[config.mk]
export PLATFORM = sky130hd
export DESIGN_NAME = rx_aligner
export DESIGN_NICKNAME = d
export VERILOG_FILES = /design/src/logic/phy_pkg.sv /design/src/logic/rx_aligner.sv
export VERILOG_INCLUDE_DIRS = /design/src /design/src/logic
export SDC_FILE = /design/constraint.sdc
export NUM_CORES = 1
export LEC_CHECK = 0
export ABC_CLOCK_PERIOD_IN_PS = 1890
export BUFFER_PORTS_ARGS = -buffer_cell sky130_fd_sc_hd__buf_2
export CAP_MARGIN = 15
export CELL_PAD_IN_SITES_DETAIL_PLACEMENT = 0
export CELL_PAD_IN_SITES_GLOBAL_PLACEMENT = 1
export CORE_MARGIN = 3
export CORE_UTILIZATION = 40
export DETAILED_ROUTE_END_ITERATION = 6
export GPL_TIMING_DRIVEN = 0
export PLACE_DENSITY = 0.83
export SLEW_MARGIN = 20
export SYNTH_ARGS = -nofsm -noshare
export SYNTH_HDL_FRONTEND = slang
export SYNTH_SLANG_ARGS = --single-unit
[constraint.sdc]
create_clock -name ref_clk -period 1.89 [get_ports ref_clk]
set_input_delay 0.2835 -clock ref_clk [delete_from_list [all_inputs] [get_ports ref_clk]]
set_output_delay 0.2835 -clock ref_clk [all_outputs]
set_load 0.05 [all_outputs]
[src/logic/phy_config.svh]
`ifndef PHY_CONFIG_SVH
`define PHY_CONFIG_SVH

`default_nettype none

// K28.5 comma in line order, bit 0 sent first
// Form sent at negative running disparity, abcdei fghj = 001111 1010
`define PHY_COMMA_NEG 10'h17C
// Form sent at positive running disparity
`define PHY_COMMA_POS 10'h283

// Commas seen in one word phase before the aligner locks
`define PHY_LOCK_COMMAS 3

`default_nettype wire

`endif

[src/logic/phy_pkg.sv]
`default_nettype none

package phy_pkg;

  // One data or control byte, HGF EDCBA
  typedef logic [7:0] byte_t;
  // Transmission character in line order, bit 0 goes out first
  typedef logic [9:0] code_t;
  // Running disparity, 1 for positive
  typedef logic rd_t;
  // Bit 0 code not in table, bit 1 disparity violation
  typedef logic [1:0] rx_status_t;
  // Sub-blocks in table order with a (or f) in the MSB
  typedef logic [5:0] sub6_t;
  typedef logic [3:0] sub4_t;

  typedef struct packed {
    byte_t data;
    logic  k;
  } tx_word_t;

  typedef struct packed {
    byte_t      data;
    logic       k;
    rx_status_t status;
  } rx_word_t;

  typedef enum logic [1:0] {
    HUNT,
    COUNT,
    LOCKED
  } align_state_t;

  //////////////////////////////////////////////////
  // 8b/10b tables, forms used at negative disparity
  //////////////////////////////////////////////////

  // 5b/6b for D.00 to D.31
  localparam sub6_t ENC6 [32] = '{
    6'b100111, 6'b011101, 6'b101101, 6'b110001, 6'b110101, 6'b101001, 6'b011001, 6'b111000,
    6'b111001, 6'b100101, 6'b010101, 6'b110100, 6'b001101, 6'b101100, 6'b011100, 6'b010111,
    6'b011011, 6'b100011, 6'b010011, 6'b110010, 6'b001011, 6'b101010, 6'b011010, 6'b111010,
    6'b110011, 6'b100110, 6'b010110, 6'b110110, 6'b001110, 6'b101110, 6'b011110, 6'b101011
  };

  // 3b/4b for D.x.0 to D.x.P7
  localparam sub4_t ENC4_D [8] = '{
    4'b1011, 4'b1001, 4'b0101, 4'b1100, 4'b1101, 4'b1010, 4'b0110, 4'b1110
  };

  // 3b/4b for K.x.0 to K.x.7
  localparam sub4_t ENC4_K [8] = '{
    4'b1011, 4'b0110, 4'b1010, 4'b1100, 4'b1101, 4'b0101, 4'b1001, 4'b0111
  };

  // K28 6b block and the alternate D.x.A7 block
  localparam sub6_t K28_6B  = 6'b001111;
  localparam sub4_t ALT7_4B = 4'b0111;

endpackage

`default_nettype wire

[src/logic/rx_aligner.sv]
`timescale 1ns/1ps
`include "phy_config.svh"
`default_nettype none

module rx_aligner (
  input  logic           ref_clk,
  input  logic           rst,
  input  logic           rx_in,
  input  logic           rx_polarity,
  output phy_pkg::code_t code,
  output logic           code_strobe,
  output logic           locked
);
  import phy_pkg::*;

  localparam int CntW = $clog2(`PHY_LOCK_COMMAS + 1);

  align_state_t    state;
  code_t           window;
  logic [3:0]      phase;
  logic [CntW-1:0] commas;
  logic            rx_bit;
  logic            comma_hit;
  logic            boundary;

  // Optional lane inversion
  assign rx_bit = rx_in ^ rx_polarity;

  // Newest bit enters at the top, so bit 0 is the oldest
  always_ff @(posedge ref_clk) begin
    if (rst) begin
      window <= '0;
    end else begin
      window <= {rx_bit, window[9:1]};
    end
  end

  assign comma_hit = (window == `PHY_COMMA_NEG) || (window == `PHY_COMMA_POS);
  assign boundary  = (phase == 4'd9);

  //////////////////////////////////////////////////
  // Lock FSM
  //////////////////////////////////////////////////

  always_ff @(posedge ref_clk) begin
    if (rst) begin
      state  <= HUNT;
      phase  <= 4'd0;
      commas <= '0;
    end else begin
      phase <= boundary ? 4'd0 : phase + 4'd1;
      case (state)
        HUNT: begin
          // Window holds a full word now, next one ten bits later
          if (comma_hit) begin
            phase  <= 4'd0;
            commas <= CntW'(1);
            state  <= COUNT;
          end
        end
        COUNT: begin
          if (comma_hit) begin
            if (!boundary) begin
              state <= HUNT;
            end else if (commas == CntW'(`PHY_LOCK_COMMAS - 1)) begin
              state <= LOCKED;
            end else begin
              commas <= commas + 1'b1;
            end
          end
        end
        LOCKED: begin
          // Comma off the word grid means the phase is lost
          if (comma_hit && !boundary) begin
            state <= HUNT;
          end
        end
        default: state <= HUNT;
      endcase
    end
  end

  assign locked      = (state == LOCKED);
  assign code        = window;
  assign code_strobe = locked && boundary;

endmodule

`default_nettype wire

==> impl_metrics.json <==
{
  "antenna_cells": 0,
  "crit_chain": "and4bb_1 > and3_1 > buf_2",
  "path_clk_slew_ps": 90,
  "relSlewSlack": 0.683,
  "cp.required_ps": 1610,
  "grt_max_degree": 11,
  "grt_setup_unrepaired": "false",
  "cts_max_level": 1,
  "max_freq_mhz": 583,
  "synth_area_um2": 820,
  "status": "finished, final reports clean",
  "clk_latency_ps": 280,
  "crit_path_max_incr_delay_ps": 450,
  "vias": 657,
  "gp_congestion": 0.755,
  "synth_cell_type_count": 35,
  "grt_pass1_wl_um": 2670,
  "worst_slack_ps": 176,
  "synth_cells": 80,
  "dp_hpwl_um": 1150,
  "ir_worst_vdd_uv": 370,
  "start_util": 0.450,
  "post_cts_buffers": 0,
  "ys_seq_elements": 18,
  "place_ws_ps": 315,
  "fin_hold_ws_ps": 235,
  "timing.final.max_slew_violations": 0,
  "clock_skew_ps": 4.24,
  "cts_resized": 0,
  "gr-total-overflow": 0,
  "post-route-period-util": 0.907,
  "drcViolationCount": 0,
  "power_density_nw_per_um2": 665,
  "netlist_top_cells_count": "dfxtp_1, nor2b_1, inv_1",
  "worstHoldStart": "rx_in",
  "clk_path_buf_depth": 2,
  "synth_fp_nets": 85,
  "hold_buffers": 0,
  "worst-path-max-fanout": 7,
  "port_buffers": 15,
  "tightest_slew_ps": 475,
  "endpoint_kind": "output pin",
  "ios": 16,
  "wl_um": 1520,
  "die_x_um": 51.3,
  "period_minus_slack_ps": 1710,
  "first_iter_violations": 4,
  "groute.usage.overall": 0.132,
  "cts_root_buf": "clkbuf_4",
  "p_leak_nw": 0.389,
  "yosysMostFrequentCell": "dfxtp_1",
  "wire_per_inst_um": 12.4,
  "crit_start": "phase[0]$_SDFF_PP0_",
  "cp_top_family": "flip-flops",
  "start_kind": "register",
  "fin_nets": 105,
  "async_flop_share": 0,
  "ys.warnings.count": 0,
  "hold_viol": 0,
  "synth_top_cell_by_area": "dfxtp_1",
  "synth_area_leaders": "dfxtp_1, nor2b_1, and4bb_1",
  "cpMaxStageDelayCell": "dfxtp_1",
  "setup_viol": 0,
  "drive_gt1_frac": 0.245,
  "core_area_um2": 1820,
  "cts_tree": "done",
  "cts_inserted_buffers": 3,
  "critPathArrivalTime_ps": 1430,
  "critPathBufInv": 1,
  "worstReg2RegStart": "code[4]$_SDFF_PP0_",
  "fin_setup_tns_ps": 0,
  "critPathKind": "register to output pin",
  "die_h_um": 51.3,
  "synthFlopType": "dfxtp_1",
  "dieArea_um2": 2630,
  "seq_area_frac_synth": 0.440,
  "rows": 15,
  "finalPower_mw": 0.631,
  "antenna_left": 0,
  "post_drt_via_cell_ratio": 5.34,
  "hold_class": "input port to register",
  "antenna_found_initial": 0,
  "grt_pass1_vias": 602,
  "synth_top_area_share": 0.440,
  "synth_edf_count": 0,
  "syn_to_final_growth_pct": 15.7,
  "syn_avg_cell_area_um2": 10.2,
  "first_pass_iters": 4,
  "cts_sinks": 18,
  "drv_cap": 0
}
[stage by stage]
step	instance area [µm²]	instances	utilization
CTS	948	123	0.521
global route	948	123	0.521
floorplan	820	80	-
finish	948	123	0.521
global placement	926	120	0.509
detailed placement	926	120	0.509
[path summary, 6_finish.rpt]
| kind | endpoint | cells after the start | slack [ps] |
|---|---|---|---|
| worst min register to register | state[0]$_SDFFE_PP0P_ | 1 | 480 |
| worst max-delay path | code_strobe | 3 | 180 |
| worst max register to register | phase[1]$_SDFF_PP0_ | 4 | 290 |
| worst min-delay path | code[9]$_SDFF_PP0_ | 3 | 240 |
[sequential cells by signal, summed over array words and instances, names as in the netlist]
name / flops
phase: 4
state: 2
code: 10
commas: 2
[layout make-up]
class	count	area, µm²
Fill cell	184	872
Multi-Input combinational cell	55	433
Sequential cell	18	360
Timing Repair Buffer	15	75.1
Tap cell	25	31.3
Clock buffer	3	22.5
Inverter	5	18.8
Buffer	2	7.51
[cell usage in the layout, fill, tap and decap left out, drive strengths merged, types with 2 or more instances in the layout]
cell / instances
o21ai: 3
dfxtp: 18
nand2: 3
and4: 3
nor2b: 11
nand3: 2
a21oi: 3
clkbuf: 5
and3: 2
and4bb: 2
inv: 5
xnor2: 2
nand2b: 2
buf: 15
nor2: 2
a211oi: 3
[per-layer routing]
metal  vias to the layer above  global-route usage  part of all wire
met3                         2              0.0262             0.046
met4                         0              0.0524            0.0092
met5                         -                   0                 0
met2                        13               0.204              0.43
li1                        337                   -                 -
met1                       305               0.178              0.51
[report_power, final]
part / internal [mW] / leakage, nW / switching [mW]
clock: 0.0738 / 0.0138 / 0.107
combinational: 0.0192 / 0.229 / 0.0329
sequential: 0.388 / 0.146 / 0.00994
total: 0.481 / 0.389 / 0.150
[kinds of logic after synthesis]
family	Yosys count	synth area share
buffers and inverters	7	0.0321
xor gates and xnor gates	2	0.0214
DFF	18	0.440
and+or+nand+nor	34	0.325
AOI/OAI and AO/OA	18	0.166
adders and majority gates	1	0.0153
[worst min-delay path, cell delays in order]
cell and delay, ps:
buf_2 80, xnor2_1 50, nor2_1 70
Note: power is estimated with default switching activity, not from simulation.
