==> config.mk <==
export PLATFORM = sky130hd
export DESIGN_NAME = enc_8b10b
export DESIGN_NICKNAME = d
export VERILOG_FILES = /design/src/logic/phy_config.svh /design/src/logic/phy_pkg.sv /design/src/logic/enc_8b10b.sv
export SDC_FILE = /design/constraint.sdc
export NUM_CORES = 1
export LEC_CHECK = 0
export BUFFER_PORTS_ARGS = -buffer_cell sky130_fd_sc_hd__buf_2
export CAP_MARGIN = 20
export CORE_MARGIN = 8
export CORE_UTILIZATION = 53
export CTS_CLUSTER_SIZE = 14
export DETAILED_ROUTE_END_ITERATION = 10
export PLACE_DENSITY = 0.79
export REMOVE_ABC_BUFFERS = 1
export SYNTH_ARGS = -nofsm -noshare
export SYNTH_HDL_FRONTEND = slang
export SYNTH_SLANG_ARGS = --single-unit
==> constraint.sdc <==
create_clock -name ref_clk -period 15.2 [get_ports ref_clk]
set_input_delay 1.52 -clock ref_clk [delete_from_list [all_inputs] [get_ports ref_clk]]
set_output_delay 1.52 -clock ref_clk [all_outputs]
set_load 0.005 [all_outputs]
==> src/logic/phy_config.svh <==
`ifndef PHY_CONFIG_SVH
`define PHY_CONFIG_SVH

`default_nettype none

// K28.5 comma in line order, bit 0 sent first
// Form sent at negative running disparity, abcdei fghj = 001111 1010
`define PHY_COMMA_NEG 10'h17C
// Form sent at positive running disparity
`define PHY_COMMA_POS 10'h283

// Commas seen in one word phase before the aligner locks
`define PHY_LOCK_COMMAS 3

`default_nettype wire

`endif

==> src/logic/phy_pkg.sv <==
`default_nettype none

package phy_pkg;

  // One data or control byte, HGF EDCBA
  typedef logic [7:0] byte_t;
  // Transmission character in line order, bit 0 goes out first
  typedef logic [9:0] code_t;
  // Running disparity, 1 for positive
  typedef logic rd_t;
  // Bit 0 code not in table, bit 1 disparity violation
  typedef logic [1:0] rx_status_t;
  // Sub-blocks in table order with a (or f) in the MSB
  typedef logic [5:0] sub6_t;
  typedef logic [3:0] sub4_t;

  typedef struct packed {
    byte_t data;
    logic  k;
  } tx_word_t;

  typedef struct packed {
    byte_t      data;
    logic       k;
    rx_status_t status;
  } rx_word_t;

  typedef enum logic [1:0] {
    HUNT,
    COUNT,
    LOCKED
  } align_state_t;

  //////////////////////////////////////////////////
  // 8b/10b tables, forms used at negative disparity
  //////////////////////////////////////////////////

  // 5b/6b for D.00 to D.31
  localparam sub6_t ENC6 [32] = '{
    6'b100111, 6'b011101, 6'b101101, 6'b110001, 6'b110101, 6'b101001, 6'b011001, 6'b111000,
    6'b111001, 6'b100101, 6'b010101, 6'b110100, 6'b001101, 6'b101100, 6'b011100, 6'b010111,
    6'b011011, 6'b100011, 6'b010011, 6'b110010, 6'b001011, 6'b101010, 6'b011010, 6'b111010,
    6'b110011, 6'b100110, 6'b010110, 6'b110110, 6'b001110, 6'b101110, 6'b011110, 6'b101011
  };

  // 3b/4b for D.x.0 to D.x.P7
  localparam sub4_t ENC4_D [8] = '{
    4'b1011, 4'b1001, 4'b0101, 4'b1100, 4'b1101, 4'b1010, 4'b0110, 4'b1110
  };

  // 3b/4b for K.x.0 to K.x.7
  localparam sub4_t ENC4_K [8] = '{
    4'b1011, 4'b0110, 4'b1010, 4'b1100, 4'b1101, 4'b0101, 4'b1001, 4'b0111
  };

  // K28 6b block and the alternate D.x.A7 block
  localparam sub6_t K28_6B  = 6'b001111;
  localparam sub4_t ALT7_4B = 4'b0111;

endpackage

`default_nettype wire

==> src/logic/enc_8b10b.sv <==
`timescale 1ns/1ps
`default_nettype none

module enc_8b10b (
  input  logic              ref_clk,
  input  logic              rst,
  input  logic              word_tick,
  input  phy_pkg::tx_word_t tx_word,
  input  logic              idle,
  output phy_pkg::code_t    code
);
  import phy_pkg::*;

  rd_t        rd;
  rd_t        rd_mid;
  rd_t        rd_next;
  byte_t      din;
  logic [4:0] x;
  logic [2:0] y;
  logic       k;
  logic       alt7;
  logic       unbal6;
  logic       unbal4;
  logic       flip6;
  logic       flip4;
  sub6_t      s6;
  sub4_t      s4;
  logic [9:0] sym;

  //////////////////////////////////////////////////
  // Sub-block lookup
  //////////////////////////////////////////////////

  always_comb begin
    // Idle slot sends K28.5
    din = idle ? 8'hBC : tx_word.data;
    k   = idle | tx_word.k;
    x   = din[4:0];
    y   = din[7:5];

    // Only K28 has its own 6b block, Kx.7 reuse the data block
    s6     = (k && x == 5'd28) ? K28_6B : ENC6[x];
    unbal6 = $countones(s6) != 3;
    // D.07 flips even though balanced
    flip6  = rd && (unbal6 || x == 5'd7);
    rd_mid = rd ^ unbal6;

    // Alternate 7 avoids a run of five in e/i f/g/h
    alt7 = rd_mid ? (x == 5'd11 || x == 5'd13 || x == 5'd14)
                  : (x == 5'd17 || x == 5'd18 || x == 5'd20);
    if (k) begin
      s4 = ENC4_K[y];
    end else if (y == 3'd7 && alt7) begin
      s4 = ALT7_4B;
    end else begin
      s4 = ENC4_D[y];
    end
    unbal4 = $countones(s4) != 2;
    // K blocks always follow disparity, D.x.3 flips as well
    flip4   = rd_mid && (k || unbal4 || y == 3'd3);
    rd_next = rd_mid ^ unbal4;

    sym  = {flip6 ? ~s6 : s6, flip4 ? ~s4 : s4};
    // a lands in bit 0
    code = {<<{sym}};
  end

  //////////////////////////////////////////////////
  // Running disparity, one step per word
  //////////////////////////////////////////////////

  always_ff @(posedge ref_clk) begin
    if (rst) begin
      rd <= 1'b0;
    end else if (word_tick) begin
      rd <= rd_next;
    end
  end

endmodule

`default_nettype wire

==> key figures, run 1 <==
GRT
  • First-pass GRT wire length: roughly 4200 µm
  • Largest net degree at the start of global routing: 28
  • Vias in the first global route: roughly 950
  • Number of antenna violations at the first check in global routing: 0
  • Gr usage total: approximately 14%
  • Gr ovfl total: 0

Synth
  • Main synth FF type: dfxtp_1
  • Syn. warnings: 0
  • FFs w/ async S/R, synth: 0%
  • Post-Synthesis Cell Area: slightly below 1000 µm²
  • Number of synthesized flops with an enable pin: 0
  • FF+latch count, synth: 1
  • Avg Synthesized Cell Area: approximately 7.3 µm²
  • Area contributors post-synth: ha_1 14%, fa_1 8.1%, xor2_1 7.1%, xnor2_1 5.3%, nor2b_1 4.4%
  • Yosys cell types: 44
  • Synth top area share: between 10 and 15%
  • Gate count of the mapped netlist: between 100 and 150
  • Seq/Total Area, Yosys: under 10%
  • Leading area contributor after synthesis: ha_1

Routing
  • Via density: around 6.0
  • Via count: between 1000 and 1500
  • Initial drt markers: 32
  • Wire per inst: 14.4 µm
  • Drt first pass iters: 4
  • Routed WL: ~2500 µm
  • Residual DRC count: 0
  • Final ANT Viol Nets: 0

Power and ir drop
  • Worst VDD drop: between 0.05 and 0.06 mV
  • Leakage: 0.463 nW
  • Total power: between 80 and 90 µW
  • Power Dens Cells: ~77 nW/µm²

Worst setup path
  • CP max FO: 20
  • Critical path's top delay family: adder cells
  • Critical path capture point type: output pin
  • Arr. time, crit path: 7.90 ns
  • CP bufs+invs: 5
  • Worst setup SP type: input pin
  • Kind of critical path: in2out
  • Crit path max-delay cell type: fa_1
  • Crit-path max cell delay: between 0.5 and 0.6 ns
  • Crit path required time: around 14 ns

CTS
  • Resize count post-CTS: 0
  • CTS clock-pin slew for the worst setup and hold paths: 0 ns
  • Post-CTS Setup Bufs: 0
  • Worst-Skew Late Latency: 0 ns
  • CTS Hold Bufs: 0

STA
  • Final setup fails: 0
  • Least-Margin Pin Slew: 0.613 ns
  • Unrepaired setup endpoints after global routing: no
  • Fin Setup TNS: 0 ns
  • Worst Skew: 0 ns
  • Pins Over Slew Limit: 0
  • Final Hold Fails: 0
  • Max frequency: ~0.11 GHz
  • Tcrit/Tclk final: about three fifths
  • Rel. slew slack: approximately three fifths
  • Minimum clock period: between 9 and 10 ns

Finish
  • Nets: 178
  • # diodes: 0
  • Max reg flops: 1
  • Area delta synth->final: 9.75%
  • Most flop-heavy register: rd
  • Post-route design area: approximately 1100 µm²
  • Top flop regs: rd (1)
  • Area of the multi-input gates: ~890 µm²
  • Fillers: around 160
  • Non-filler instance count after layout: 173
  • Register Area: between 20 and 25 µm²
  • Layout cells sized above 1: between 15 and 20%

Run
  • Max-cap violations: 0

Placed design
  • # placed instances: approximately 170
  • Area after DPL: 1080 µm²
  • GPL Wtd Cong: between 0.9 and 1
  • Post-DP HPWL: about 2000 µm
  • Port Buffer Count: 22

Min path
  • Hold Crit Class: reg2reg

Floorplanning
  • Core area: roughly 1700 µm²
  • Die Span Y: 59.2 µm
  • Initial Utilization: around 57%
  • I/O pins: 23
  • Die area: roughly 3500 µm²
  • Placement row count: 15
  • Die X: 59.2 µm

Status
  • Outcome: finished clean
## cells by family after synthesis
family | share of synthesized area, %
AND/OR/NAND/NOR | 24.2
multiplexers | 1.01
flip-flops | 2.03
XOR/XNOR | 12.4
AO/OA/AOI/OAI | 28.0
adder cells (fa/ha/maj) | 24.1
buffers and inverters | 8.35
## tightest hold or removal path: stages, from the launching register on
cell and delay (ns):
dfxtp_1 0.36, xor2_1 0.09, nor2_1 0.07
## routing by layer
| metal | wire, µm | up-vias | GRT usage, % | share of wire [%] |
|---|---|---|---|---|
| met1 | 991 | 469 | 17.1 | 40 |
| li1 | - | 512 | - | - |
| met3 | 200 | 4 | 1.74 | 8.0 |
| met4 | 12 | 0 | 0.683 | 0.48 |
| met5 | 0 | - | 0 | 0 |
| met2 | 1290 | 51 | 26.8 | 52 |
## cell usage after synthesis, types with 5 or more instances
library cell and number:
nand2b_1 5, a21oi_1 6, xnor2_1 6, nor2_1 9
ha_1 11, o211ai_1 5, inv_1 9, o21ai_0 5
nand2_1 9, xor2_1 8, nor2b_1 7
## final cells by class
cell class | instances | share of cell area [%]
timing repair buffer | 22 | 10.1
inverter | 10 | 3.46
sequential | 1 | 1.85
tap | 25 | 2.88
multi-input combinational | 115 | 81.7
## final timing paths
| path | startpoint | endpoint | slack [ns] | cells past startpoint |
|---|---|---|---|---|
| max | idle | code[9] | 5.78 | 26 |
| min | rd | rd | 0.57 | 2 |
| max reg2reg | rd | rd | 12.31 | 11 |
| min reg2reg | rd | rd | 0.57 | 2 |
## report_power, final
part	switching (mW)	total, mW	internal, mW
registers	0.00119	0.00499	0.00380
logic	0.0418	0.0788	0.0370
clock network	0	0	0
total	0.0430	0.0838	0.0408
## metrics by stage
stage	setup slack, ns	utilization, %	hold slack, ns
after global placement	6.08	62.2	0.541
after detailed placement	5.77	62.2	0.574
final	5.78	62.2	0.568
after global routing	5.34	62.2	0.591
after CTS	5.77	62.2	0.576
after floorplan	6.83	-	0.516
## layout by cell type (no fill, tap or decap), types with 3 or more instances in the layout
cell	synthesis	layout
o211ai_1	5	5
inv_1	9	9
ha_1	11	11
o21ai_0	5	5
xnor2_1	6	6
nor2_1	9	9
nand3_1	3	3
a21oi_1	6	6
fa_1	4	4
xor2_1	8	8
o21ai_1	4	4
nand2b_1	5	5
nand2_1	9	9
buf_2	3	22
nor2b_1	7	7
Power figures use the tool's default switching activity.
==> run 2: changes to the inputs <==
--- a/config.mk
+++ b/config.mk
@@ -8,10 +8,10 @@
 export BUFFER_PORTS_ARGS = -buffer_cell sky130_fd_sc_hd__buf_2
 export CAP_MARGIN = 20
 export CORE_MARGIN = 8
-export CORE_UTILIZATION = 53
+export CORE_UTILIZATION = 49
 export CTS_CLUSTER_SIZE = 14
 export DETAILED_ROUTE_END_ITERATION = 10
-export PLACE_DENSITY = 0.79
+export PLACE_DENSITY = 0.77
 export REMOVE_ABC_BUFFERS = 1
 export SYNTH_ARGS = -nofsm -noshare
 export SYNTH_HDL_FRONTEND = slang
==> constraint.sdc (replaced) <==
create_clock -name ref_clk -period 8.08 [get_ports ref_clk]
set_input_delay 0.808 -clock ref_clk [delete_from_list [all_inputs] [get_ports ref_clk]]
set_output_delay 0.808 -clock ref_clk [all_outputs]
set_load 0.005 [all_outputs]
==> run 2 against run 1 <==
Global-route usage shrank 1.3 points; via count shrank 2.3%; first-iteration DRC count grew 53%; critical path depth shrank 1; final area grew 1.6%; power grew 84%; core utilization shrank 5.4 points; combinational power grew 84%; register-to-register slack lost 7.1 ns; largest cell class unchanged; largest power group unchanged; highest routed layer unchanged.
==> key figures, run 2 (synthesis results as in run 1) <==
Status
  • Outcome: finished clean

STA
  • Unrepaired setup endpoints after global routing: no
  • Tcrit/Tclk final: a little over nine tenths
  • Rel. slew slack: 58.5%
  • Minimum clock period: ~7.6 ns
  • Fin Setup TNS: 0 ns
  • WHS: approximately 0.55 ns
  • Pins Over Slew Limit: 0
  • Worst Skew: 0 ns
  • Least-Margin Pin Slew: a little over 0.6 ns
  • Max frequency: around 0.13 GHz
  • Final Hold Fails: 0
  • Final setup fails: 0

Power and ir drop
  • Leakage: about 0.47 nW
  • Seq pwr share: 6.0%
  • Psw: 77.6 µW
  • Power Dens Cells: between 100 and 150 nW/µm²
  • Worst VDD drop: between 0.1 and 0.15 mV
  • Internal: about 77 µW
  • Gate power share: 94.0%
  • Switch share: ~50%
  • Clock power share: 0%

Routing
  • Residual DRC count: 0
  • Drt first pass iters: 4
  • Via density: about 5.7
  • Via count: 1012
  • Initial drt markers: ~50
  • Routed WL: ~2400 µm
  • Final ANT Viol Nets: 0
  • Wire per inst: approximately 13 µm

Floorplanning
  • Placement row count: 16
  • I/O pins: 23
  • Initial Utilization: 50.9%
  • Die area: 3710 µm²
  • Core area: 1940 µm²
  • Die X: roughly 61 µm
  • Die Span Y: 60.9 µm

Worst setup path
  • Critical path endpoint: code[8]
  • Worst setup SP type: input pin
  • Crit-path max cell delay: about 0.54 ns
  • Worst Setup SP: tx_word[1]
  • Reg2reg end: rd
  • Crit path max-delay cell type: fa_1
  • Internal reg-to-reg setup slack: between 5 and 6 ns
  • CP max FO: 5
  • Kind of critical path: in2out
  • Arr. time, crit path: 6.78 ns
  • Crit path required time: between 7 and 8 ns
  • RR Startpoint: rd
  • Critical path capture point type: output pin
  • Worst Reg-to-Reg Cells: 11

CTS
  • CTS Hold Bufs: 0
  • Post-CTS Setup Bufs: 0
  • CTS clock-pin slew for the worst setup and hold paths: 0 ns
  • Worst-Skew Late Latency: 0 ns
  • Resize count post-CTS: 0

GRT
  • Largest net degree at the start of global routing: 28
  • Vias in the first global route: about 900
  • Number of antenna violations at the first check in global routing: 0
  • Gr ovfl total: 0
  • First-pass GRT wire length: 3960 µm
  • Gr usage total: between 10 and 15%

Finish
  • Most common cell after layout, fill and taps aside: buf_2
  • Layout cells sized above 1: between 10% and 20%
  • Most flop-heavy register: rd
  • Fillers: 192
  • Area delta synth->final: 11.5%
  • Max reg flops: 1
  • # diodes: 0
  • Top flop regs: rd (1)
  • Nets: 180
  • Most frequent cells in the layout: 22 x buf_2, 11 x ha_1, 9 x inv_1, 9 x nand2_1, 9 x nor2_1
  • Non-filler instance count after layout: roughly 180

Run
  • Max-cap violations: 0

Placed design
  • GPL Wtd Cong: around 0.95
  • # placed instances: 177
  • Port Buffer Count: 22
  • Post-DP HPWL: about 1900 µm

Min path
  • Hold Crit Class: reg2reg
-- run 2: cell count changes in the layout (fill, tap and decap cells not counted), sizes merged --
| cell | previous run | this run |
|---|---|---|
| buf | 22 | 24 |
-- run 2: per-stage QoR --
stage	util, %	instance area, µm²	total power [mW]	setup slack, ns
after CTS	56.8	1100	0.157	0.468
after global placement	56.8	1100	0.152	0.601
after global routing	56.8	1100	0.175	0.0145
after floorplan	-	943	0.102	1.14
after detailed placement	56.8	1100	0.157	0.461
final	56.8	1100	0.154	0.496
-- run 2: area by class of cell --
class | instances | area [µm²] | area share [%]
Inverter | 10 | 37.5 | 3.41
Multi-Input combinational cell | 115 | 886 | 80.4
Sequential cell | 1 | 20.0 | 1.82
Tap cell | 27 | 33.8 | 3.06
Timing Repair Buffer | 24 | 125 | 11.4
-- run 2: worst max-delay path: cells and delay by family --
| family | cells | cell delay (ns) |
|---|---|---|
| xor gates and xnor gates | 2 | 0.39 |
| muxes | 1 | 0.29 |
| and+or+nand+nor | 4 | 1.09 |
| AOI/OAI and AO/OA | 5 | 0.86 |
| buffers and inverters | 5 | 0.51 |
| adders and majority gates | 8 | 2.80 |
-- run 2: how the worst min path moves through the flow --
stage	start	endpoint	slack, ns	cells after the start
after global routing	rd	rd	0.61	2
after global placement	rd	rd	0.54	2
after CTS	rd	rd	0.56	2
after detailed placement	rd	rd	0.56	2
after floorplan	rd	rd	0.52	2
final	rd	rd	0.55	2
-- run 2: power groups by stage --
| stage | combinational [mW] | sequential [mW] | clock (mW) |
|---|---|---|---|
| floorplan | 0.0930 | 0.00886 | 0 |
| global placement | 0.143 | 0.00916 | 0 |
| detailed placement | 0.148 | 0.00934 | 0 |
| CTS | 0.148 | 0.00934 | 0 |
| global route | 0.165 | 0.00974 | 0 |
| finish | 0.145 | 0.00920 | 0 |
-- run 2: routing by layer --
layer	vias to the layer above	GRT usage [%]	routed length, µm
li1	512	-	-
met2	38	24.0	1210
met1	458	16.5	1020
met3	4	0	130
met4	0	1.66	29
met5	-	0	0
