File: src/logic/phy_config.svh
`ifndef PHY_CONFIG_SVH
`define PHY_CONFIG_SVH

`default_nettype none

// K28.5 comma in line order, bit 0 sent first
// Form sent at negative running disparity, abcdei fghj = 001111 1010
`define PHY_COMMA_NEG 10'h17C
// Form sent at positive running disparity
`define PHY_COMMA_POS 10'h283

// Commas seen in one word phase before the aligner locks
`define PHY_LOCK_COMMAS 3

`default_nettype wire

`endif

File: src/logic/phy_pkg.sv
`default_nettype none

package phy_pkg;

  // One data or control byte, HGF EDCBA
  typedef logic [7:0] byte_t;
  // Transmission character in line order, bit 0 goes out first
  typedef logic [9:0] code_t;
  // Running disparity, 1 for positive
  typedef logic rd_t;
  // Bit 0 code not in table, bit 1 disparity violation
  typedef logic [1:0] rx_status_t;
  // Sub-blocks in table order with a (or f) in the MSB
  typedef logic [5:0] sub6_t;
  typedef logic [3:0] sub4_t;

  typedef struct packed {
    byte_t data;
    logic  k;
  } tx_word_t;

  typedef struct packed {
    byte_t      data;
    logic       k;
    rx_status_t status;
  } rx_word_t;

  typedef enum logic [1:0] {
    HUNT,
    COUNT,
    LOCKED
  } align_state_t;

  //////////////////////////////////////////////////
  // 8b/10b tables, forms used at negative disparity
  //////////////////////////////////////////////////

  // 5b/6b for D.00 to D.31
  localparam sub6_t ENC6 [32] = '{
    6'b100111, 6'b011101, 6'b101101, 6'b110001, 6'b110101, 6'b101001, 6'b011001, 6'b111000,
    6'b111001, 6'b100101, 6'b010101, 6'b110100, 6'b001101, 6'b101100, 6'b011100, 6'b010111,
    6'b011011, 6'b100011, 6'b010011, 6'b110010, 6'b001011, 6'b101010, 6'b011010, 6'b111010,
    6'b110011, 6'b100110, 6'b010110, 6'b110110, 6'b001110, 6'b101110, 6'b011110, 6'b101011
  };

  // 3b/4b for D.x.0 to D.x.P7
  localparam sub4_t ENC4_D [8] = '{
    4'b1011, 4'b1001, 4'b0101, 4'b1100, 4'b1101, 4'b1010, 4'b0110, 4'b1110
  };

  // 3b/4b for K.x.0 to K.x.7
  localparam sub4_t ENC4_K [8] = '{
    4'b1011, 4'b0110, 4'b1010, 4'b1100, 4'b1101, 4'b0101, 4'b1001, 4'b0111
  };

  // K28 6b block and the alternate D.x.A7 block
  localparam sub6_t K28_6B  = 6'b001111;
  localparam sub4_t ALT7_4B = 4'b0111;

endpackage

`default_nettype wire

File: src/logic/tx_serializer.sv
`timescale 1ns/1ps
`default_nettype none

module tx_serializer (
  input  logic           ref_clk,
  input  logic           rst,
  input  phy_pkg::code_t code,
  output logic           word_tick,
  output logic           tx_out_p,
  output logic           tx_out_n
);
  import phy_pkg::*;

  logic [3:0] phase;
  code_t      shift_q;

  // Word phase 0 to 9, tick on the last bit slot
  assign word_tick = (phase == 4'd9);

  always_ff @(posedge ref_clk) begin
    if (rst) begin
      phase <= 4'd0;
    end else if (word_tick) begin
      phase <= 4'd0;
    end else begin
      phase <= phase + 4'd1;
    end
  end

  // Load on tick, then LSB first
  always_ff @(posedge ref_clk) begin
    if (rst) begin
      shift_q <= '0;
    end else if (word_tick) begin
      shift_q <= code;
    end else begin
      shift_q <= {1'b0, shift_q[9:1]};
    end
  end

  // Differential pair
  assign tx_out_p = shift_q[0];
  assign tx_out_n = ~shift_q[0];

endmodule

`default_nettype wire

File: config.mk
export PLATFORM = sky130hd
export DESIGN_NAME = tx_serializer
export DESIGN_NICKNAME = d
export VERILOG_FILES = /design/src/logic/phy_config.svh /design/src/logic/phy_pkg.sv /design/src/logic/tx_serializer.sv
export SDC_FILE = /design/constraint.sdc
export NUM_CORES = 1
export LEC_CHECK = 0
export BUFFER_PORTS_ARGS = -buffer_cell sky130_fd_sc_hd__buf_2
export CORE_AREA = 5 5 42 44
export CTS_CLUSTER_DIAMETER = 50
export DETAILED_ROUTE_END_ITERATION = 6
export DIE_AREA = 0 0 47 49
export HOLD_SLACK_MARGIN = 0.12
export PLACE_DENSITY = 0.74
export RECOVER_POWER = 100
export SETUP_SLACK_MARGIN = 0.1
export SYNTH_ARGS = -nofsm -noshare
export SYNTH_HDL_FRONTEND = slang
export SYNTH_SLANG_ARGS = --single-unit
File: constraint.sdc
create_clock -name ref_clk -period 2.9 [get_ports ref_clk]
set_input_delay 0 -clock ref_clk [delete_from_list [all_inputs] [get_ports ref_clk]]
set_output_delay 0 -clock ref_clk [all_outputs]
set_load 0.005 [all_outputs]
==> flow_summary.ini, run 1 <==
[sta]
fin_crit_sh = 0.776
relSlewSlack = 0.722
final-hold-violation-count = 0
finClkSkew_ns = 0.00376
tightest_slew_ns = 0.415
final_max_slew_viol_count = 0
finalCriticalPeriod_ns = 2.25
fmax_mhz = 445
rsz0062_at_grt = no
setup_viol = 0
finalSetupTns_ns = 0

[floorplanning]
die_x_um = 47
start_util = 0.415
fp.dieArea_mm2 = 0.00230
coreArea_mm2 = 0.00140
die_h_um = 49
rows = 14
io_pins = 15

[place]
port_buffers = 14
gp_congestion = 0.650
place_hpwl_um = 769

[yosys]
synth.avg_cell_area_um2 = 9.24
ys_seq_elements = 14
syn-num-nets = 77
synth_flop_cell = dfxtp_1
synth_top_cell_area_share = 0.482
netlist_instances = 63
synthTopCellsByArea = dfxtp_1 48%, nand2_1 13%, a21oi_2 11%
synth_cell_types = 19
synthArstFlopShare = 0
yosysSeqAreaShare = 0.482
synth_top_cell_by_area = dfxtp_1
syn_area_um2 = 582
yosysMostFrequentCell = nand2_1
synth_edf_count = 0
yosys_warnings = 0
synth_commonest_cells = 20 x nand2_1, 14 x dfxtp_1, 7 x a21oi_2

[critical_path]
path_delay_family = buffers and inverters
critPathBufInv = 2
critPathMaxStageDelay_ns = 0.58
worstPathArrival_ns = 2.46
rrSetupSlack_ns = 0.65
crit_path_end_kind = register
slowest_stage = dlygate4sd3_1
rr_worst_depth = 6
start_kind = register
r2r_end = shift_q[6]
critPathRequiredTime_ns = 3.11
worstSetupPathType = reg2reg
critical_path_depth = 6
crit_chain = ha_1 > nand3b_1 > inv_1 > nand2_1 > a21oi_1 > dlygate4sd3_1
worstReg2RegStart = phase[0]
path_max_fanout = 12

[clock_network]
cts-htree-levels = 1
clk_latency_ns = 0.26
post_cts_buffers = 0
cts_buffer_depth = 2
ctsHoldBuffers = 18
cts.sinks = 14
clk_pin_slew_ns = 0.07
numCtsBuffers = 3
cts_root_buf = clkbuf_4
cts_resized = 0
cts_tree = done

[global_route]
grt-ovfl-total = 0
grt_usage = 0.134
grt_pass1_vias = 550
grt_max_degree = 15
grt_pass1_wl_um = 2280
antenna_found_initial = 0

[route]
wl_um = 1290
firstDrtPassIters = 4
routedWlPerCell_um = 11.6
vias_per_cell = 4.81
vias = 534
route.detailed.drc = 0
drtIter0Drc = 2
ant_nets = 0

[power]
finalPower_mw = 0.335
powerDensity_mw_per_mm2 = 414
p_leak_nw = 0.336
ir_worst_vdd_v = 0.000245

[cells_and_area]
fillers = 141
fin_nets = 111
syn2layout_area_growth_pct = 38.9
antenna_cells = 0
drive_gt1_frac = 0.189

[worst_hold_path]
whs_endpoint = phase[2]
min_path_type = in2reg
holdPathStages = 2
worstHoldStart = rst

[job]
max-cap-violations = 0

[outcome]
status = complete, no violations
## power breakdown
part,switching [mW],total [mW],internal [mW],leakage [nW]
logic,0.0119,0.0315,0.0196,0.209
clock network,0.0550,0.103,0.0479,0.0138
registers,0.00437,0.200,0.196,0.113
## cell type report
class	instances	area (µm²)	area share
timing repair buffer	32	249	0.308
inverter	3	11.3	0.0139
sequential	14	280	0.347
multi-input combinational	43	225	0.279
clock buffer	3	22.5	0.0279
tap	16	20.0	0.0248
## cells in the final DEF, fill, tap and decap left out
cell type | netlist | routed
nand2_1 | 20 | 21
dlygate4sd3_1 | 0 | 18
dfxtp_1 | 14 | 14
buf_2 | 1 | 13
a21oi_1 | 3 | 9
inv_1 | 2 | 3
clkbuf_4 | 0 | 3
nand3b_1 | 1 | 2
nor3_1 | 2 | 2
ha_1 | 2 | 2
a21oi_2 | 7 | 1
nand3_1 | 1 | 1
nand4b_1 | 1 | 1
nor2_1 | 1 | 1
a31oi_1 | 1 | 1
nor3b_2 | 1 | 1
nand2b_1 | 1 | 1
clkbuf_1 | 0 | 1
## layer usage
layer,vias to the layer above,part of all wire,wire [µm],track usage
li1,270,-,-,-
met4,0,0.018,23,0.0323
met3,2,0.055,71,0.0517
met2,16,0.52,675,0.231
met5,-,0,0,0
met1,246,0.40,521,0.149
## how the worst max path moves through the flow
| stage | from | to |
|---|---|---|
| global route | phase[0] | shift_q[6] |
| CTS | phase[0] | shift_q[8] |
| finish | phase[0] | shift_q[6] |
| global placement | phase[0] | shift_q[4] |
| floorplan | phase[0] | shift_q[2] |
| detailed placement | phase[0] | shift_q[0] |
## per-stage QoR
stage               setup WS (ns)  hold slack, ns  std cells  cell area, µm²  utilization
finish                      0.651           0.100        111             808        0.577
global route                0.458           0.107        111             808        0.577
CTS                          1.04           0.129        111             847        0.604
detailed placement           1.59           0.248         90             644        0.460
global placement             1.66           0.243         90             644        0.460
floorplan                    1.79          0.0694         63             582            -
## worst register-to-register path, stage by stage, from the launching register on
cell and delay [ns]:
dfxtp_1 0.41, ha_1 0.22, nand3b_1 0.31, inv_1 0.41, nand2_1 0.11, a21oi_1 0.16
dlygate4sd3_1 0.58
## state kept, by name (all words and copies together), names as in the netlist
| register | cells |
|---|---|
| shift_q | 10 |
| phase | 4 |
## cells by family (layout without fill, tap and decap cells)
family / after synthesis / count (layout) / share of synthesized area
buffers and inverters: 6 / 38 / 0.0667
AO/OA/AOI/OAI: 11 / 11 / 0.142
adder cells (fa/ha/maj): 2 / 2 / 0.0430
flip-flops: 14 / 14 / 0.482
AND/OR/NAND/NOR: 30 / 30 / 0.267
Note: power is estimated with default switching activity, not from simulation.
==> inputs of run 2 (changes only) <==
Settings changed: ABC_AREA set to 1, PLACE_DENSITY 0.74 to 0.71.
Clock period 2.9 ns to 2.2 ns, I/O delays scaled along.
==> run 2 against run 1 <==
Count of clock-buffer cells in the layout did not move. Via count fell by 6.6%. First-iteration DRC count rose to 8.5 times the previous value. Core utilization is 5.5 points lower.
==> flow_summary.ini, run 2 <==
[route]
met3_length_um = 96
wl_um = 1130
route.detailed.drc = 0
firstDrtPassIters = 4
vias = 499
wl_met1_um = 486
dr_wl_met2_um = 519
routedWlPerCell_um = 10.8
drtIter0Drc = 17
ant_nets = 0
highest_layer = met4
vias_per_cell = 4.75

[cells_and_area]
top_register = shift_q
finish.instance_area_um2 = 731
antenna_cells = 0
fin_nets = 105
final_util = 0.521
syn2layout_area_growth_pct = 33.0
reg_top3 = shift_q (10), phase (4)
layoutNonFillerInstCount = 105
largest_reg_flops = 10
final_common_cell = nand3_1
drive_gt1_frac = 0.180
layout_common_cells = 20 x nand3_1, 14 x dfxtp_1, 12 x nand2_1, 12 x buf_2, 10 x dlygate4sd3_1
multi_input_area_um2 = 221
seq_area_um2 = 280
fillers = 134

[sta]
rsz0062_at_grt = no
fmax_mhz = 630
tightest_slew_ns = 0.641
finalCriticalPeriod_ns = 1.59
setup_viol = 0
final-hold-violation-count = 0
relSlewSlack = 0.571
final_max_slew_viol_count = 0
finalSetupTns_ns = 0
layout_setup_ws_ns = 0.614
hold-worst-slack_ns = 0.306
finClkSkew_ns = 0.00467
fin_crit_sh = 0.721

[global_route]
grt_max_degree = 21
grt_pass1_vias = 463
grt_pass1_wl_um = 1810
grt_usage = 0.106
grt-ovfl-total = 0
antenna_found_initial = 0

[yosys]
yosysSeqAreaShare = 0.510
synth.avg_cell_area_um2 = 8.45
syn_area_um2 = 549
synthTopCellsByArea = dfxtp_1 51%, nand3_1 17%, nand2_1 8.2%
synth_top_cell_by_area = dfxtp_1
netlist_instances = 65
synth_flop_cell = dfxtp_1
synth_edf_count = 0
synth_top_cell_area_share = 0.510
yosys_warnings = 0
synthArstFlopShare = 0
synth_cell_types = 14
yosysMostFrequentCell = nand3_1
syn-num-nets = 79
synth_commonest_cells = 19 x nand3_1, 14 x dfxtp_1, 12 x nand2_1
ys_seq_elements = 14

[power]
finalPower_mw = 0.445
ir_worst_vdd_v = 0.000276
p_leak_nw = 0.352
powerDensity_mw_per_mm2 = 610

[critical_path]
crit_path_end_kind = primary output
rrSetupSlack_ns = 0.77
worstSetupPathType = reg2out
start_kind = register
path_max_fanout = 11
critPathRequiredTime_ns = 2.20
worstPathArrival_ns = 1.59

[place]
place_hpwl_um = 712
post_dp_cell_area_um2 = 618
post-place-ws_ns = 0.954
port_buffers = 14
dp.cells = 92
gp_congestion = 0.678

[clock_network]
cts_root_buf = clkbuf_4
cts_tree = done
numCtsBuffers = 3
post_cts_buffers = 0
cts-htree-levels = 1
clk_pin_slew_ns = 0.08
cts_buffer_depth = 2
clk_latency_ns = 0.27
cts.sinks = 14

[floorplanning]
coreArea_mm2 = 0.00140
io_pins = 15
die_h_um = 49
die_x_um = 47
rows = 14
fp.dieArea_mm2 = 0.00230
start_util = 0.392

[job]
max-cap-violations = 0

[worst_hold_path]
min_path_type = in2reg

[outcome]
status = complete, no violations
[run 2: cell count changes after synthesis, sizes merged]
cell    delta
nor3b      -1
nand3     +19
nand2b     -1
nor2       +4
xnor2      +1
nor3       -2
nand2      -8
nand3b     -2
a31oi      -1
and3       +1
inv        +2
a21oi     -10
nand4      +1
nand4b     -1
[run 2: worst paths after layout]
kind | depth (start not counted) | from | to
max | 4 | phase[0] | word_tick
max reg2reg | 4 | phase[0] | shift_q[9]
min reg2reg | 2 | shift_q[3] | shift_q[2]
min | 4 | rst | shift_q[0]
[run 2: area by class of cell]
cell class / count / area share
flip-flops and latches: 14 / 0.384
inverters: 5 / 0.0257
clock buffers: 3 / 0.0308
well taps: 16 / 0.0274
multi-input cells: 43 / 0.303
repair buffers: 24 / 0.229
[run 2: timing repair]
| action | CTS | global route |
|---|---|---|
| endpoints found under the hold margin | 10 | 0 |
| hold buffers | 10 | 0 |
| gates resized for setup | 0 | 0 |
[run 2: logic make-up after synthesis]
family / count (synthesis) / share of synthesized area
simple gates: 40 / 0.355
flops: 14 / 0.510
buf+inv: 8 / 0.0729
fa+ha+maj: 2 / 0.0456
xor+xnor: 1 / 0.0159
[run 2: layer usage]
layer,vias to the layer above,global-route usage
li1,262,-
met1,214,0.118
met2,19,0.167
met3,4,0.0480
met4,0,0.0461
met5,-,0
[run 2: power by group]
part           switching, mW  internal (mW)
sequential           0.00519          0.258
combinational         0.0166         0.0244
clock                 0.0780         0.0633
total                 0.0997          0.346
[run 2: worst max-delay path: stages, from the launching register on]
cell,delay (ns)
dfxtp_1,0.40
ha_1,0.19
nand2_1,0.05
nor2_1,0.49
clkbuf_1,0.18
==> inputs of run 3 (changes only) <==
Settings changed: CORE_AREA 5 5 42 44 to not set, CORE_MARGIN set to 5, CORE_UTILIZATION set to 42, DIE_AREA 0 0 47 49 to not set, PLACE_DENSITY 0.71 to 0.75.
Clock period 2.2 ns to 1.3 ns, I/O delays scaled along.
==> run 3 against run 2 <==
Cell count up 5.7%. Clock power up 60%. Worst hold slack worse by 0.0014 ns. Global-route usage up 1.7 points.
==> flow_summary.ini, run 3 (synthesis gave the netlist of run 2 again) <==
[clock_network]
cts-htree-levels = 1
clk_latency_ns = 0.27
cts_buffer_depth = 2
numCtsBuffers = 3
cts_root_buf = clkbuf_4
clk_pin_slew_ns = 0.07
cts.sinks = 14
cts_tree = done

[worst_hold_path]
worstHoldStart = rst
holdPathStages = 4
min_path_type = in2reg
whs_endpoint = shift_q[0]

[route]
ant_nets = 0
drtIter0Drc = 6
vias_per_cell = 4.50
routedWlPerCell_um = 10.7
route.detailed.drc = 0
vias = 500
wl_um = 1180
firstDrtPassIters = 3

[critical_path]
slowest_stage = dfxtp_1
worstSetupPathType = reg2reg
critPathMaxStageDelay_ns = 0.35
r2r_end = shift_q[5]
crit_path_end_kind = register
rr_worst_depth = 8
worstReg2RegStart = phase[1]
start_kind = register
crit_chain = inv_2 > ha_4 > nand2_1 > nor2_2 > buf_6 > buf_4 > nand3_1 > nand2_1
critPathRequiredTime_ns = 1.46
path_max_fanout = 6
rrSetupSlack_ns = 0.14
worstPathArrival_ns = 1.32
worst_path_most_repeated_cell = nand2_1

[sta]
rsz0062_at_grt = yes
relSlewSlack = 0.621
fin_crit_sh = 0.891
fmax_mhz = 863
setup_viol = 0
tightest_slew_ns = 0.569
final-hold-violation-count = 0
finClkSkew_ns = 0.00206
finalSetupTns_ns = 0
finalCriticalPeriod_ns = 1.16
final_max_slew_viol_count = 0

[global_route]
grt_max_degree = 21
grt_pass1_vias = 455
grt_usage = 0.123
grt_pass1_wl_um = 1840
grt-ovfl-total = 0
antenna_found_initial = 0

[place]
port_buffers = 14
gp_congestion = 0.661
place_hpwl_um = 696

[power]
ir_worst_vdd_v = 0.000906
finalPower_mw = 0.762
powerDensity_mw_per_mm2 = 935
p_leak_nw = 0.390

[cells_and_area]
top_register = shift_q
fillers = 121
layout_common_cells = 19 x nand3_1, 13 x dfxtp_1, 12 x nand2_1, 12 x buf_2, 10 x dlygate4sd3_1
reg_top3 = shift_q (10), phase (4)
antenna_cells = 0
final_common_cell = nand3_1
syn2layout_area_growth_pct = 48.3
fin_nets = 112
largest_reg_flops = 10
drive_gt1_frac = 0.302

[floorplanning]
start_util = 0.433
die_h_um = 46.2
die_x_um = 46.2
coreArea_mm2 = 0.00127
rows = 13
io_pins = 15
fp.dieArea_mm2 = 0.00213

[job]
max-cap-violations = 0

[outcome]
status = complete, no violations
-- run 3: changes by cell type in the layout (fill, tap and decap cells not counted), sizes merged --
cell and change:
buf +8, clkbuf -1
-- run 3: cell type report --
| class | count | area (µm²) | area share |
|---|---|---|---|
| multi-input combinational | 43 | 241 | 0.296 |
| timing repair buffer | 31 | 231 | 0.284 |
| inverter | 5 | 18.8 | 0.0230 |
| tap | 15 | 18.8 | 0.0230 |
| clock buffer | 3 | 22.5 | 0.0276 |
| sequential | 14 | 282 | 0.346 |
-- run 3: repair_timing --
item,CTS,global route
gates resized for setup,4,5
hold buffers,10,0
endpoints found under the setup margin,1,9
cloned,0,0
setup buffers,5,1
pin swaps,0,2
endpoints found under the hold margin,10,0
-- run 3: worst max-delay path by stage --
stage                   from          to  slack, ns  cells after the start
floorplan           phase[1]  shift_q[0]       0.28                      7
global placement    phase[0]  shift_q[7]       0.19                      4
detailed placement  phase[1]  shift_q[5]       0.15                      7
CTS                 phase[1]   word_tick       0.12                      6
global route        phase[1]  shift_q[5]       0.04                      8
finish              phase[1]  shift_q[5]       0.14                      8
-- run 3: metal layers --
metal  wire length (µm)  track usage
met1                466        0.137
met2                622        0.214
met3                 88       0.0586
met4                  6       0.0170
met5                  0            0
-- run 3: critical path, delay by kind of cell, from the launching register on --
kind	cells	cell delay, ns
buffers and inverters	3	0.32
DFF	1	0.35
and+or+nand+nor	4	0.23
adders and majority gates	1	0.15
-- run 3: per-stage QoR --
stage / setup slack [ns] / area, µm² / std cells / hold slack [ns] / utilization
3_5_place_dp: 0.150 / 624 / 92 / 0.222 / 0.492
5_1_grt: 0.0444 / 815 / 111 / 0.344 / 0.642
6_report: 0.141 / 815 / 111 / 0.304 / 0.642
3_3_place_gp: 0.191 / 624 / 92 / 0.218 / 0.492
2_1_floorplan: 0.275 / 549 / 65 / 0.131 / -
4_1_cts: 0.115 / 793 / 110 / 0.293 / 0.625
-- run 3: power breakdown --
group	internal, mW	switching (mW)	total, mW
logic	0.0543	0.0360	0.0903
clock network	0.107	0.119	0.226
registers	0.437	0.00839	0.446
